**src/common/so_cntl_pkg.sv**
```systemverilog
// streaming-op controller package with operation word fields, widths and FSM states
`default_nettype none

package so_cntl_pkg;

  // --------------------------------------------------------------------------
  // widths
  // --------------------------------------------------------------------------
  typedef logic [31:0] op_word_t;
  typedef logic [3:0]  pe_id_t;
  // 0, 1 or 2 streams
  typedef logic [1:0]  stream_cnt_t;
  typedef logic [1:0]  stream_sel_t;
  // bit 0 is stream 0
  typedef logic [1:0]  stream_pair_t;

  // --------------------------------------------------------------------------
  // operation word layout
  // --------------------------------------------------------------------------
  localparam int unsigned OP_ENABLE_BIT  = 0;
  localparam int unsigned OP_S0_SRC_LSB  = 4;
  localparam int unsigned OP_S1_SRC_LSB  = 6;
  localparam int unsigned OP_S0_DEST_LSB = 8;
  localparam int unsigned OP_S1_DEST_LSB = 10;
  localparam int unsigned OP_NUM_SRC_LSB = 12;

  // from memory as a source, to memory as a destination
  localparam stream_sel_t SEL_MEMORY = 2'd1;

  // --------------------------------------------------------------------------
  // state machines
  // --------------------------------------------------------------------------
  typedef enum logic [2:0] {
    SES_WAIT,
    SES_MEM_REQ,
    SES_MEM_GRANTED,
    SES_OP_RUN,
    SES_RELEASE,
    SES_COMPLETE
  } session_state_e;

  typedef enum logic [2:0] {
    LN_WAIT,
    LN_DMA_WRITE,
    LN_ENABLE_STOP,
    LN_DMA_READ,
    LN_OP_RUN,
    LN_WAIT_SYNC,
    LN_COMPLETE
  } lane_state_e;

endpackage

`default_nettype wire

```
**src/design/mem_session.sv**
```systemverilog
// memory session controller that acquires PE memory, starts the lanes and gathers completion
`timescale 1ns/1ps
`default_nettype none

module mem_session #(
  parameter int unsigned NUM_LANES = 4
) (
  input  logic                 clk,
  input  logic                 rst_n,
  input  logic                 enable,
  input  logic                 mem_granted,
  input  logic [NUM_LANES-1:0] lane_active,
  input  logic [NUM_LANES-1:0] lane_drained,
  input  logic [NUM_LANES-1:0] lane_done,
  output logic                 mem_request,
  output logic                 mem_released,
  output logic                 lane_go,
  output logic                 ready,
  output logic                 complete,
  output logic                 this_synchronized
);

  import so_cntl_pkg::*;

  session_state_e state;
  session_state_e state_next;
  logic           lanes_done;
  logic           lanes_drained;
  logic           mem_request_next;
  logic           mem_released_next;

  // inactive lanes count as finished, empty mask is done at once
  assign lanes_done    = &(lane_done | ~lane_active);
  assign lanes_drained = &(lane_drained | ~lane_active);

  // only meaningful while the lanes hold memory
  assign this_synchronized = lane_go & lanes_drained;

  // --------------------------------------------------------------------------
  // session FSM
  // --------------------------------------------------------------------------
  always_comb
  begin
    case (state)
      SES_WAIT:        state_next = enable ? SES_MEM_REQ : SES_WAIT;
      SES_MEM_REQ:     state_next = !enable ? SES_RELEASE :
                                    mem_granted ? SES_MEM_GRANTED : SES_MEM_REQ;
      SES_MEM_GRANTED: state_next = !enable ? SES_RELEASE : SES_OP_RUN;
      SES_OP_RUN:      state_next = (!enable || lanes_done) ? SES_RELEASE : SES_OP_RUN;
      // hold until the controller drops granted
      SES_RELEASE:     state_next = mem_granted ? SES_RELEASE : SES_COMPLETE;
      SES_COMPLETE:    state_next = enable ? SES_COMPLETE : SES_WAIT;
      default:         state_next = SES_WAIT;
    endcase
  end

  // request held from enable up to the end of the run
  assign mem_request_next = ((state == SES_WAIT) && enable) ||
                            (state == SES_MEM_REQ) ||
                            (state == SES_MEM_GRANTED) ||
                            (state == SES_OP_RUN);

  // released drops only once memory is really ours
  assign mem_released_next = (state == SES_WAIT) ||
                             (state == SES_MEM_REQ) ||
                             (state == SES_RELEASE) ||
                             (state == SES_COMPLETE);

  // --------------------------------------------------------------------------
  // registered outputs
  // --------------------------------------------------------------------------
  always_ff @(posedge clk or negedge rst_n)
  begin
    if (!rst_n)
    begin
      state        <= SES_WAIT;
      mem_request  <= 1'b0;
      mem_released <= 1'b1;
      lane_go      <= 1'b0;
      ready        <= 1'b0;
      complete     <= 1'b0;
    end
    else
    begin
      state        <= state_next;
      mem_request  <= mem_request_next;
      mem_released <= mem_released_next;
      // ready, lane_go and complete all clear back in wait
      if (state == SES_WAIT)
      begin
        lane_go  <= 1'b0;
        ready    <= 1'b0;
        complete <= 1'b0;
      end
      else
      begin
        if (state == SES_OP_RUN)
        begin
          lane_go <= 1'b1;
          ready   <= 1'b1;
        end
        if (state == SES_COMPLETE)
        begin
          complete <= 1'b1;
        end
      end
    end
  end

endmodule

`default_nettype wire

```
**src/design/op_decode.sv**
```systemverilog
// operation decoder giving the enable bit and the source and memory stream counts
`timescale 1ns/1ps
`default_nettype none

module op_decode (
  input  so_cntl_pkg::op_word_t    op_word,
  output logic                     enable,
  output so_cntl_pkg::stream_cnt_t num_src,
  output so_cntl_pkg::stream_cnt_t streams_from_mem,
  output so_cntl_pkg::stream_cnt_t streams_to_mem
);

  import so_cntl_pkg::*;

  stream_sel_t s0_src;
  stream_sel_t s1_src;
  stream_sel_t s0_dest;
  stream_sel_t s1_dest;
  // per stream memory hits, stream 0 in bit 0
  stream_pair_t src_hit;
  stream_pair_t dest_hit;

  // field extraction
  assign enable  = op_word[OP_ENABLE_BIT];
  assign num_src = op_word[OP_NUM_SRC_LSB +: $bits(stream_cnt_t)];
  assign s0_src  = op_word[OP_S0_SRC_LSB +: $bits(stream_sel_t)];
  assign s1_src  = op_word[OP_S1_SRC_LSB +: $bits(stream_sel_t)];
  assign s0_dest = op_word[OP_S0_DEST_LSB +: $bits(stream_sel_t)];
  assign s1_dest = op_word[OP_S1_DEST_LSB +: $bits(stream_sel_t)];

  assign src_hit  = {s1_src == SEL_MEMORY, s0_src == SEL_MEMORY};
  assign dest_hit = {s1_dest == SEL_MEMORY, s0_dest == SEL_MEMORY};

  // --------------------------------------------------------------------------
  // memory stream counts
  // --------------------------------------------------------------------------
  always_comb
  begin
    case (src_hit)
      2'b11:   streams_from_mem = 2'd2;
      2'b01,
      2'b10:   streams_from_mem = 2'd1;
      default: streams_from_mem = 2'd0;
    endcase
  end

  // same rule for the destinations
  always_comb
  begin
    case (dest_hit)
      2'b11:   streams_to_mem = 2'd2;
      2'b01,
      2'b10:   streams_to_mem = 2'd1;
      default: streams_to_mem = 2'd0;
    endcase
  end

endmodule

`default_nettype wire

```
**src/design/streaming_cntl.sv**
```systemverilog
// streaming-op controller top with decoder, memory session and per-lane sequencers
`timescale 1ns/1ps
`default_nettype none

module streaming_cntl #(
  parameter int unsigned         NUM_LANES = 4,
  parameter so_cntl_pkg::pe_id_t PE_ID     = 4'd5
) (
  input  logic                                              clk,
  input  logic                                              rst_n,
  // core side
  input  so_cntl_pkg::op_word_t                             op_word,
  input  logic [NUM_LANES-1:0]                              lane_active,
  output logic                                              ready,
  output logic                                              complete,
  input  logic                                              all_synchronized,
  output logic                                              this_synchronized,
  // memory controller handshake
  output logic                                              mem_request,
  input  logic                                              mem_granted,
  output logic                                              mem_released,
  // unit controls, two bits per lane
  output logic [NUM_LANES*2-1:0]                            dma_write_en,
  output logic [NUM_LANES*2-1:0]                            stop_en,
  output logic [NUM_LANES*2-1:0]                            dma_read_en,
  input  logic [NUM_LANES*2-1:0]                            dma_write_done,
  input  logic [NUM_LANES*2-1:0]                            stop_ready,
  input  logic [NUM_LANES*2-1:0]                            stop_done,
  input  logic [NUM_LANES*2-1:0]                            dma_read_done,
  input  logic [NUM_LANES*2*$bits(so_cntl_pkg::pe_id_t)-1:0] read_pe_id
);

  import so_cntl_pkg::*;

  localparam int unsigned ID_W = $bits(pe_id_t);

  logic                 enable;
  stream_cnt_t          num_src;
  stream_cnt_t          streams_from_mem;
  stream_cnt_t          streams_to_mem;
  logic                 lane_go;
  logic [NUM_LANES-1:0] lane_drained;
  logic [NUM_LANES-1:0] lane_done;

  op_decode u_op_decode (
    .op_word          (op_word),
    .enable           (enable),
    .num_src          (num_src),
    .streams_from_mem (streams_from_mem),
    .streams_to_mem   (streams_to_mem)
  );

  mem_session #(
    .NUM_LANES (NUM_LANES)
  ) u_mem_session (
    .clk               (clk),
    .rst_n             (rst_n),
    .enable            (enable),
    .mem_granted       (mem_granted),
    .lane_active       (lane_active),
    .lane_drained      (lane_drained),
    .lane_done         (lane_done),
    .mem_request       (mem_request),
    .mem_released      (mem_released),
    .lane_go           (lane_go),
    .ready             (ready),
    .complete          (complete),
    .this_synchronized (this_synchronized)
  );

  // --------------------------------------------------------------------------
  // one sequencer per execution lane
  // --------------------------------------------------------------------------
  for (genvar gi = 0; gi < NUM_LANES; gi++)
  begin : g_lane
    lane_sequencer #(
      .PE_ID (PE_ID)
    ) u_lane_sequencer (
      .clk              (clk),
      .rst_n            (rst_n),
      .lane_go          (lane_go),
      .lane_enable      (lane_active[gi]),
      .all_synchronized (all_synchronized),
      .num_src          (num_src),
      .streams_from_mem (streams_from_mem),
      .streams_to_mem   (streams_to_mem),
      .read_pe_id       (read_pe_id[gi*2*ID_W +: 2*ID_W]),
      .dma_write_done   (dma_write_done[gi*2 +: 2]),
      .stop_ready       (stop_ready[gi*2 +: 2]),
      .stop_done        (stop_done[gi*2 +: 2]),
      .dma_read_done    (dma_read_done[gi*2 +: 2]),
      .dma_write_en     (dma_write_en[gi*2 +: 2]),
      .stop_en          (stop_en[gi*2 +: 2]),
      .dma_read_en      (dma_read_en[gi*2 +: 2]),
      .lane_drained     (lane_drained[gi]),
      .lane_done        (lane_done[gi])
    );
  end

endmodule

`default_nettype wire

```
**src/lane/lane_sequencer.sv**
```systemverilog
// per-lane stream sequencer driving the DMA write, streaming-op and DMA read enables
`timescale 1ns/1ps
`default_nettype none

module lane_sequencer #(
  parameter so_cntl_pkg::pe_id_t PE_ID = 4'd5
) (
  input  logic                           clk,
  input  logic                           rst_n,
  input  logic                           lane_go,
  input  logic                           lane_enable,
  input  logic                           all_synchronized,
  input  so_cntl_pkg::stream_cnt_t       num_src,
  input  so_cntl_pkg::stream_cnt_t       streams_from_mem,
  input  so_cntl_pkg::stream_cnt_t       streams_to_mem,
  input  so_cntl_pkg::pe_id_t      [1:0] read_pe_id,
  input  so_cntl_pkg::stream_pair_t      dma_write_done,
  input  so_cntl_pkg::stream_pair_t      stop_ready,
  input  so_cntl_pkg::stream_pair_t      stop_done,
  input  so_cntl_pkg::stream_pair_t      dma_read_done,
  output so_cntl_pkg::stream_pair_t      dma_write_en,
  output so_cntl_pkg::stream_pair_t      stop_en,
  output so_cntl_pkg::stream_pair_t      dma_read_en,
  output logic                           lane_drained,
  output logic                           lane_done
);

  import so_cntl_pkg::*;

  lane_state_e  state;
  lane_state_e  state_next;
  // units this operation will use
  stream_pair_t write_want;
  stream_pair_t stop_want;
  stream_pair_t read_want;
  stream_pair_t read_local;
  logic         stop_all_ready;
  logic         units_all_done;

  // stream 0 from a count of 1, stream 1 only from 2
  assign write_want = {streams_to_mem == 2'd2, streams_to_mem >= 2'd1};
  assign stop_want  = {num_src == 2'd2, num_src >= 2'd1};

  // reads only from this PE's own memory
  assign read_local = {read_pe_id[1] == PE_ID, read_pe_id[0] == PE_ID};
  assign read_want  = {streams_from_mem == 2'd2, streams_from_mem >= 2'd1} & read_local;

  // unused units count as finished
  assign stop_all_ready = &(stop_ready | ~stop_want);
  assign units_all_done = &(dma_write_done | ~write_want) &
                          &(stop_done | ~stop_want) &
                          &(dma_read_done | ~read_want);

  assign lane_drained = (state == LN_WAIT_SYNC) || (state == LN_COMPLETE);

  // --------------------------------------------------------------------------
  // stream FSM
  // --------------------------------------------------------------------------
  always_comb
  begin
    state_next = state;
    case (state)
      LN_WAIT:        state_next = (lane_go && lane_enable) ? LN_DMA_WRITE : LN_WAIT;
      LN_DMA_WRITE:   state_next = LN_ENABLE_STOP;
      LN_ENABLE_STOP: state_next = stop_all_ready ? LN_DMA_READ : LN_ENABLE_STOP;
      LN_DMA_READ:    state_next = LN_OP_RUN;
      LN_OP_RUN:      state_next = units_all_done ? LN_WAIT_SYNC : LN_OP_RUN;
      LN_WAIT_SYNC:   state_next = all_synchronized ? LN_COMPLETE : LN_WAIT_SYNC;
      LN_COMPLETE:    state_next = lane_go ? LN_COMPLETE : LN_WAIT;
      default:        state_next = LN_WAIT;
    endcase
    // session gave up memory mid sequence
    if (!lane_go && (state != LN_WAIT) && (state != LN_COMPLETE))
    begin
      state_next = LN_COMPLETE;
    end
  end

  // --------------------------------------------------------------------------
  // enable registers
  // --------------------------------------------------------------------------
  always_ff @(posedge clk or negedge rst_n)
  begin
    if (!rst_n)
    begin
      state        <= LN_WAIT;
      dma_write_en <= '0;
      stop_en      <= '0;
      dma_read_en  <= '0;
      lane_done    <= 1'b0;
    end
    else
    begin
      state <= state_next;
      // write engines first so the sinks are ready
      if (state == LN_DMA_WRITE)
        dma_write_en <= dma_write_en | write_want;
      else if (state == LN_COMPLETE)
        dma_write_en <= '0;
      // streaming-op units stay on until back in wait
      if (state == LN_ENABLE_STOP)
        stop_en <= stop_en | stop_want;
      else if (state == LN_WAIT)
        stop_en <= '0;
      // read engines last, once the ops are ready
      if (state == LN_DMA_READ)
        dma_read_en <= dma_read_en | read_want;
      else if (state == LN_COMPLETE)
        dma_read_en <= '0;
      if (state == LN_COMPLETE)
        lane_done <= 1'b1;
      else if (state == LN_WAIT)
        lane_done <= 1'b0;
    end
  end

endmodule

`default_nettype wire

```
**config.mk**
```make
export PLATFORM = sky130hd
export DESIGN_NAME = streaming_cntl
export DESIGN_NICKNAME = d
export VERILOG_FILES = /design/src/common/so_cntl_pkg.sv /design/src/design/mem_session.sv /design/src/design/op_decode.sv /design/src/design/streaming_cntl.sv /design/src/lane/lane_sequencer.sv
export SDC_FILE = /design/constraint.sdc
export NUM_CORES = 1
export LEC_CHECK = 0
export BUFFER_PORTS_ARGS = -buffer_cell sky130_fd_sc_hd__buf_2
export CAP_MARGIN = 20
export CORE_MARGIN = 2
export CORE_UTILIZATION = 47
export DETAILED_ROUTE_END_ITERATION = 6
export PLACE_DENSITY = 0.81
export SYNTH_ARGS = -nofsm -noshare
export SYNTH_HDL_FRONTEND = slang
export SYNTH_SLANG_ARGS = --single-unit
export TNS_END_PERCENT = 5
```
**constraint.sdc**
```tcl
create_clock -name clk -period 1.8 [get_ports clk]
set_input_delay 0.45 -clock clk [delete_from_list [all_inputs] [get_ports clk]]
set_output_delay 0.45 -clock clk [all_outputs]
set_load 0.03 [all_outputs]
```
# After elaboration in Yosys (flattened, before gate mapping)
# Index checks and enable logic that the tools add are counted.
op_classes:
  n_lt_le_gt_ge: 3
  eq_ne: 54
  n_mux: 64
  n_bitwise: 50
  n_reduce_logical: 73
ops:
  columns: ["op", "n"]
  rows:
  - ["3-bit case mux with 7 select lines", 4]
  - ["2-bit bitwise OR", 28]
  - ["2-bit 2-to-1 mux", 22]
  - ["3-bit equality test, second input constant", 14]
  - ["2-bit nonzero test", 18]
  - ["4-bit by 3-bit equality test with 1-bit output, second input constant", 8]
  - ["2-bit AND reduction", 16]
  - ["3-bit by 2-bit equality test with 1-bit output, second input constant", 10]
  - ["3-bit 2-to-1 mux", 9]
  - ["1-bit 2-to-1 mux", 26]
  - ["3-bit case mux with 6 select lines", 1]
  - ["3-bit by 1-bit equality test with 1-bit output, second input constant", 5]
  - ["3-bit zero test", 5]
  - ["2-bit equality test, second input constant", 7]
  - ["1-bit logical AND", 13]
  - ["2-bit by 1-bit equality test with 1-bit output, second input constant", 6]
  - ["3-bit != test, second input constant", 4]
  - ["2-bit inverter", 6]
  - ["3-bit nonzero test", 4]
  - ["1-bit logical OR", 11]
  - ["1-bit bitwise AND", 9]
  - ["2-bit bitwise AND", 4]
  - ["4-bit bitwise OR", 2]
  - ["2-bit case mux with 2 select lines", 2]
  - ["5 further kinds", 10]
totals:
  reg_bits: 47
  input_bits: 104
  output_inout_bits: 29
  word_cells: 269

# Logic depth before layout (Yosys ltp)
# Gate-level depths: netlist of the first run.
logic_depth:
  word_depth: 13
  ltp_mapped: 6
  ltp_nobuf: 5

# Cells and area by module
# From an unflattened synthesis of the first run, not the netlist that was laid out.
unflattened:
  hier_cells: 330
  area_unflattened_um2: 2934.1
by_module_without_submodules:
  columns: ["module", "instances", "cells_each", "area_per_inst_um2", "seq_area_each_um2"]
  rows:
  - ["lane_sequencer", 4, 69, 610.6, 250.2]
  - ["mem_session", 1, 45, 389.1, 176.4]
  - ["op_decode", 1, 9, 102.6, 0.0]

# Worst setup path after synthesis of the first run
# OpenSTA, ideal clock, no wires.
synth_timing:
  path_type: "flip-flop to output port"
  from: "reg u_mem_session.lane_go"
  to: "out this_synchronized"
  arrival_time_ns: 1.375
  required_time_ns: 1.350
  path_slack_ns: -0.025
  stages_incl_launch_ff: 4
  n_path_buf: 2
  cell_sequence: "dfrtp_1 -> clkbuf_1 -> clkbuf_1 -> and3_1"
synth_via:
  elab_chain_len: 1
synth_rtl:
  columns: ["element", "line_no", "text"]
  rows:
  - ["start, declared", "mem_session.sv:17", "output logic lane_go,"]
  - ["start signal, assigned", "mem_session.sv:79", "lane_go <= 1'b0;"]
  - ["start signal, assigned", "mem_session.sv:91", "lane_go <= 1'b0;"]
  - ["start signal, assigned", "mem_session.sv:99", "lane_go <= 1'b1;"]
  - ["1-bit bitwise AND", "mem_session.sv:37", "assign this_synchronized = lane_go & lanes_drained;"]
  - ["end, declared", "streaming_cntl.sv:17", "output logic this_synchronized,"]
# Every way passes these cells.

# Final worst setup path of the first run
layout_timing:
  from: "reg g_lane[2].u_lane_sequencer.state[1]"
  to: "out this_synchronized"
layout_via:
  elab_chain_len: 5
  word_cells_on_any_way: 6
layout_rtl:
  columns: ["element", "line_no", "text"]
  rows:
  - ["start, declared", "lane_sequencer.sv:30", "lane_state_e state;"]
  - ["start signal, assigned", "lane_sequencer.sv:94", "state <= state_next;"]
  - ["3-bit equality test", "lane_sequencer.sv:54", "assign lane_drained = (state == LN_WAIT_SYNC) || (state == LN_COMPLETE);"]
  - ["1-bit logical OR *", "lane_sequencer.sv:54", null]
  - ["4-bit bitwise OR *", "mem_session.sv:34", "assign lanes_drained = &(lane_drained | ~lane_active);"]
  - ["4-bit AND reduction *", "mem_session.sv:34", null]
  - ["1-bit bitwise AND *", "mem_session.sv:37", null]
# Mark *: on every way between the ends. The rest lies on a longest branch, timed or not.

==> impl_metrics.toml, run 1 <==
[floorplan]
rows = 27
die_x_um = 80.8
die_h_um = 80.8
initial_core_util_pct = 49.4
coreArea_um2 = 5610
io_pins = 133
dieArea_um2 = 6520

[worst_setup_path]
r2r-start = "g_lane[3].u_lane_sequencer.state[0]$_DFF_PN0_"
endpoint_kind = "output port"
crit_path_max_fanout = 2
reg2regPathDepth = 5
critPathLaunchType = "flip-flop"
cp.depth = 5
critical-path-max-stage-delay_ps = 410
r2r_slack_ps = 210
path_class = "reg2out"
crit_family = "flip-flops"
crit_chain = "xnor2_1 > o21ai_1 > and3_1 > and3_4 > buf_6"
cp.required_ps = 1350
rr_endpoint = "g_lane[3].u_lane_sequencer.state[0]$_DFF_PN0_"
path_buf_inv = 1
crit_slowest_cell = "dfrtp_1"
crit_arrival_ps = 1470

[clock_network]
worstSkewPairLatency_ps = 310
clock_path_buffers = 2
clk_pin_slew_ps = 90
cts_num_sinks = 47
cts_hold_buf = 0
cts_buffers = 5
cts_root_buf = "clkbuf_8"
cts_tree = "done"
h-tree-depth = 2

[global_route]
gr-total-overflow = 0
grt_pass1_wl_um = 12500
grt_pass1_vias = 2690
grt_antenna_before_repair = 0
grt_max_degree = 48
grtUsageTotal_pct = 24.7

[timing]
tightest_slew_ps = 433
layout_setup_ws_ps = -120
fin_crit_sh_pct = 107
slew_headroom_pct = 71.1
hold_violations = 0
slew_viol_final = 0
period_minus_slack_ps = 1920
fmax_ghz = 0.521
setup_violations = 1
skew_ps = 3.12
rsz0062_at_grt = "true"
fin_tns_setup_ps = -120
whs_ps = 102

[placement]
dp_hpwl_um = 6060
io_buffers = 111
gp_congestion = 0.908

[layout]
drive_gt1_share_pct = 36.3
multiInputGateArea_um2 = 1470
area_delta_synth_final_pct = 34.7
nets = 568
diodes = 0
register_area_um2 = 1180
nFillCells = 482

[synth]
syn_area_um2 = 2770
synth_compound_area_share_pct = 29.6
synth_top_family_by_area = "compound AO/OA/AOI/OAI gates"
syn_avg_cell_area_um2 = 8.22
yosysTopAreaCell = "dfrtp_1"
synth.distinct_cells = 33
yosys-top-cells-area = "dfrtp_1 42%, o21ai_0 9.9%, nand2_1 6.4%"
syn_nets = 441
synthAdderAreaFrac_pct = 0
synth_xor_area_share_pct = 1.26
netlist_instances = 337
yosys.area_share.simple_pct = 22.0
yosysTopAreaCellShare_pct = 41.6
ys_ff_latch = 47
synthMuxAreaShare_pct = 0
yosysSeqAreaShare_pct = 42.5
ys_warn_count = 0

[drt]
drt-total-wl_um = 8230
vias = 3013
drt-pass1-iter-count = 5
drtIter0Drc = 250
drc = 0
final_antenna_net_count = 0
wl_per_cell_um = 15.3
viasPerCell = 5.61

[hold_path]
hold_class = "in2async"

[power]
power.leakage_nw = 1.82
p_per_area_nw_per_um2 = 1500
vdd_ir_drop_max_mv = 0.879

[status]
violations = "setup timing"
status = "finished, violations left"

[job]
max_cap_violations = 0
per-layer routing:
metal / wire [um] / GRT usage [%] / up-vias
met5: 0 / 0 / -
li1: - / - / 1457
met4: 65 / 6.78 / 0
met2: 4140 / 42.0 / 125
met1: 3420 / 32.5 / 1425
met3: 601 / 4.44 / 6
power by group:
part,internal (mW),switching [mW]
clock,0.554,0.377
sequential,1.43,0.270
combinational,1.13,1.85
total,3.11,2.50
placed cells by master, fill, tap and decap left out, types with 3 or more instances in the layout:
cell,count
or2_2,3
nor4bb_1,9
nor2_1,34
a2111oi_1,3
o221a_2,4
nor2b_1,14
a22o_1,3
buf_4,29
a21oi_1,34
xnor2_1,4
inv_1,10
buf_2,110
a22oi_1,8
nor3_1,7
a31o_2,3
nand3_1,5
dfrtp_1,46
clkbuf_8,5
a31oi_1,4
o21ai_1,6
nand2_1,47
o21ai_0,52
flip-flops by register name, summed over array words and instances, names as in the netlist:
name,count
u_mem_session.mem_request,1
u_mem_session.mem_released,1
g_lane.u_lane_sequencer.lane_done,4
u_mem_session.lane_go,1
u_mem_session.complete,1
g_lane.u_lane_sequencer.stop_en,8
g_lane.u_lane_sequencer.dma_write_en,8
g_lane.u_lane_sequencer.dma_read_en,8
g_lane.u_lane_sequencer.state,12
u_mem_session.state,3
timing repair:
action / CTS / global route
buffers inserted: 0 / 1
setup endpoints to repair: 1 / 1
resized for setup: 6 / 0
pin swaps: 3 / 1
logic make-up after synthesis:
family / after synthesis
XOR/XNOR: 4
flip-flops: 47
AO/OA/AOI/OAI: 128
AND/OR/NAND/NOR: 126
buffers and inverters: 32
worst max-delay path by stage:
stage                                             startpoint                                            end  slack, ps
4_1_cts        g_lane[3].u_lane_sequencer.state[0]$_DFF_PN0_                              this_synchronized       -120
3_3_place_gp                                     op_word[12]  g_lane[3].u_lane_sequencer.state[0]$_DFF_PN0_        -30
6_report       g_lane[2].u_lane_sequencer.state[1]$_DFF_PN0_                              this_synchronized       -120
3_5_place_dp                                     op_word[12]  g_lane[3].u_lane_sequencer.state[0]$_DFF_PN0_        -30
5_1_grt        g_lane[2].u_lane_sequencer.state[1]$_DFF_PN0_                              this_synchronized       -180
2_1_floorplan              u_mem_session.lane_go$_DFFE_PN0P_                              this_synchronized         30
final cells by class:
cell class | instances | area share [%]
multi-input combinational | 258 | 39.4
inverter | 10 | 1.01
clock buffer | 5 | 1.84
tap | 72 | 2.41
sequential | 47 | 31.6
timing repair buffer | 142 | 22.0
clock inverter | 3 | 1.81
Yosys cell counts, drive strengths merged:
cell / instances
nor2: 34
nor3: 7
inv: 10
nor4bb: 9
a31oi: 4
or2: 4
nand3: 5
nor2b: 14
xnor2: 4
and3: 2
dfrtp: 46
a22o: 3
a22oi: 8
nor3b: 2
nand2b: 2
dfstp: 1
o21ai: 58
clkbuf: 21
buf: 1
o221a: 4
a32o: 1
a31o: 3
a21oi: 36
nand2: 47
a2111oi: 5
a32oi: 1
o2bb2ai: 1
o221ai: 4
metrics by stage:
stage	setup slack [ps]	utilization (%)	std cells	total power, mW	instance area (um^2)
CTS	-115	66.4	536	5.60	3720
detailed placement	-26.5	63.8	528	4.62	3580
global placement	-29.4	63.8	528	4.52	3580
finish	-120	66.5	537	5.61	3730
global route	-184	66.5	537	5.99	3730
floorplan	25.4	-	337	3.69	2770
(Power assumes the default switching activity.)
==> run 2, diff against run 1 <==
PLACE_DENSITY = default   (was 0.81)
PLACE_DENSITY_LB_ADDON = 0.25   (was default)
==> run 2 against run 1 <==
The run still ends with setup timing left. Critical path type unchanged. Power is 4.9% lower. Via count is 1.0% lower. Setup slack lost 29 ps. Core utilization down 0.87 points. Routed wire length fell by 4.5%. First-iteration DRC count grew 9.2%. Worst hold slack improved by 22 ps. Clock power is 25% lower. Final cell count shrank 0.19%. Cell area is 1.3% lower. Global-route usage decreased by 0.69 points.
==> impl_metrics.toml, run 2 (synthesis results as in run 1) <==
[layout]
layout_commonest_cell = "buf_2"
largest_register = "g_lane.u_lane_sequencer.state"
nets = 567
largest_reg_flops = 12
diodes = 0
area_delta_synth_final_pct = 32.9
post_layout_nonfiller_instances = 536
drive_gt1_share_pct = 36.2
finish.utilization_pct = 65.7
final_cell_mix = "110 x buf_2, 53 x o21ai_0, 47 x nand2_1, 46 x dfrtp_1"

[placement]
dp_hpwl_um = 5920
placedCellCount = 528
gp_congestion = 0.830
io_buffers = 111

[worst_setup_path]
path_class = "reg2out"
cp.required_ps = 1350
crit_chain = "xnor2_2 > o21ai_1 > and3_1 > and3_4 > buf_6"
critPathLaunchType = "flip-flop"
crit_arrival_ps = 1500
crit_slowest_cell = "dfrtp_1"
critical-path-max-stage-delay_ps = 420
endpoint_kind = "output port"
crit_path_max_fanout = 2

[drt]
drt-total-wl_um = 7860
viasPerCell = 5.56
wl_per_cell_um = 14.7
drtIter0Drc = 273
final_antenna_net_count = 0
drt-pass1-iter-count = 5
vias = 2982
drc = 0

[timing]
fmax_ghz = 0.513
fin_crit_sh_pct = 108
rsz0062_at_grt = "true"
hold_violations = 0
whs_ps = 123
slew_headroom_pct = 71.2
skew_ps = 8.81
tightest_slew_ps = 432
period_minus_slack_ps = 1950
slew_viol_final = 0
setup_violations = 1
layout_setup_ws_ps = -149

[clock_network]
cts_buffers = 5
clock_path_buffers = 2
cts_setup_buffers = 0
cts_tree = "done"
h-tree-depth = 2
clk_pin_slew_ps = 90
worstSkewPairLatency_ps = 290
cts_root_buf = "clkbuf_8"
cts_num_sinks = 47

[floorplan]
rows = 27
initial_core_util_pct = 49.4
io_pins = 133
die_h_um = 80.8
coreArea_um2 = 5610
die_x_um = 80.8
dieArea_um2 = 6520

[power]
power.leakage_nw = 1.81
p_per_area_nw_per_um2 = 1450
vdd_ir_drop_max_mv = 0.674

[job]
max_cap_violations = 0

[global_route]
grt_antenna_before_repair = 0
grt_pass1_wl_um = 12100
gr-total-overflow = 0
grt_pass1_vias = 2621
grtUsageTotal_pct = 24.0
grt_max_degree = 48

[hold_path]
hold_class = "in2async"

[status]
violations = "setup timing"
status = "finished, violations left"
[run 2: changes by cell type in the layout (fill, tap and decap cells not counted)]
cell	delta
bufinv_16	-2
clkinvlp_4	-1
xnor2_1	-1
buf_12	-1
clkbuf_1	+1
o21ai_0	+1
clkbuf_8	+2
o21ai_1	-1
xnor2_2	+1
[run 2: stage by stage]
step                worst slack, ps  power [mW]  setup TNS (ps)  instance area, um^2
floorplan                      25.4        3.69               0                 2770
global placement              -58.3        4.49           -98.5                 3560
detailed placement            -62.2        4.59            -120                 3560
CTS                            -142        5.30            -142                 3670
global route                   -186        5.75            -186                 3680
finish                         -149        5.34            -149                 3680
[run 2: repair_timing]
item	4_1_cts	5_1_grt
hold buffers	0	0
endpoints found under the setup margin	1	1
resized for setup	4	2
pin swaps	3	2
[run 2: cell type report]
cell class                 instances  area, um^2
clock buffer                       8         100
multi-input combinational        258        1480
sequential                        47        1180
timing repair buffer             141         800
fill                             512        1930
inverter                          10        37.5
tap                               72        90.1
[run 2: routing by layer]
layer	wire, um	GRT usage [%]	vias to the layer above
met3	691	4.33	8
met5	0	0	-
met4	68	5.42	0
li1	-	-	1453
met2	3770	40.3	125
met1	3330	32.6	1396
[run 2: worst paths after layout]
path / from / endpoint / slack, ps / cells after the start
hold / removal: rst_n / u_mem_session.mem_request$_DFF_PN0_ / 120 / 2
min in group clk: op_word[0] / u_mem_session.mem_request$_DFF_PN0_ / 400 / 3
setup reg to reg: g_lane[3].u_lane_sequencer.state[0]$_DFF_PN0_ / g_lane[3].u_lane_sequencer.state[0]$_DFF_PN0_ / 200 / 5
max in group asynchronous: rst_n / u_mem_session.mem_released$_DFF_PN1_ / 1410 / 2
hold reg to reg: g_lane[2].u_lane_sequencer.dma_write_en[1]$_DFFE_PN0P_ / g_lane[2].u_lane_sequencer.dma_write_en[1]$_DFFE_PN0P_ / 510 / 2
setup / recovery: g_lane[2].u_lane_sequencer.state[1]$_DFF_PN0_ / this_synchronized / -150 / 5
[run 2: power breakdown]
group          internal [mW]  switching [mW]
clock                  0.351           0.351
combinational           1.11            1.82
sequential              1.43           0.270
[run 2: critical path, delay by kind of cell (launching register included)]
kind / cells / cell delay (ps)
compound gates: 1 / 150
xor+xnor: 1 / 150
buf+inv: 1 / 130
flops: 1 / 420
simple gates: 2 / 350
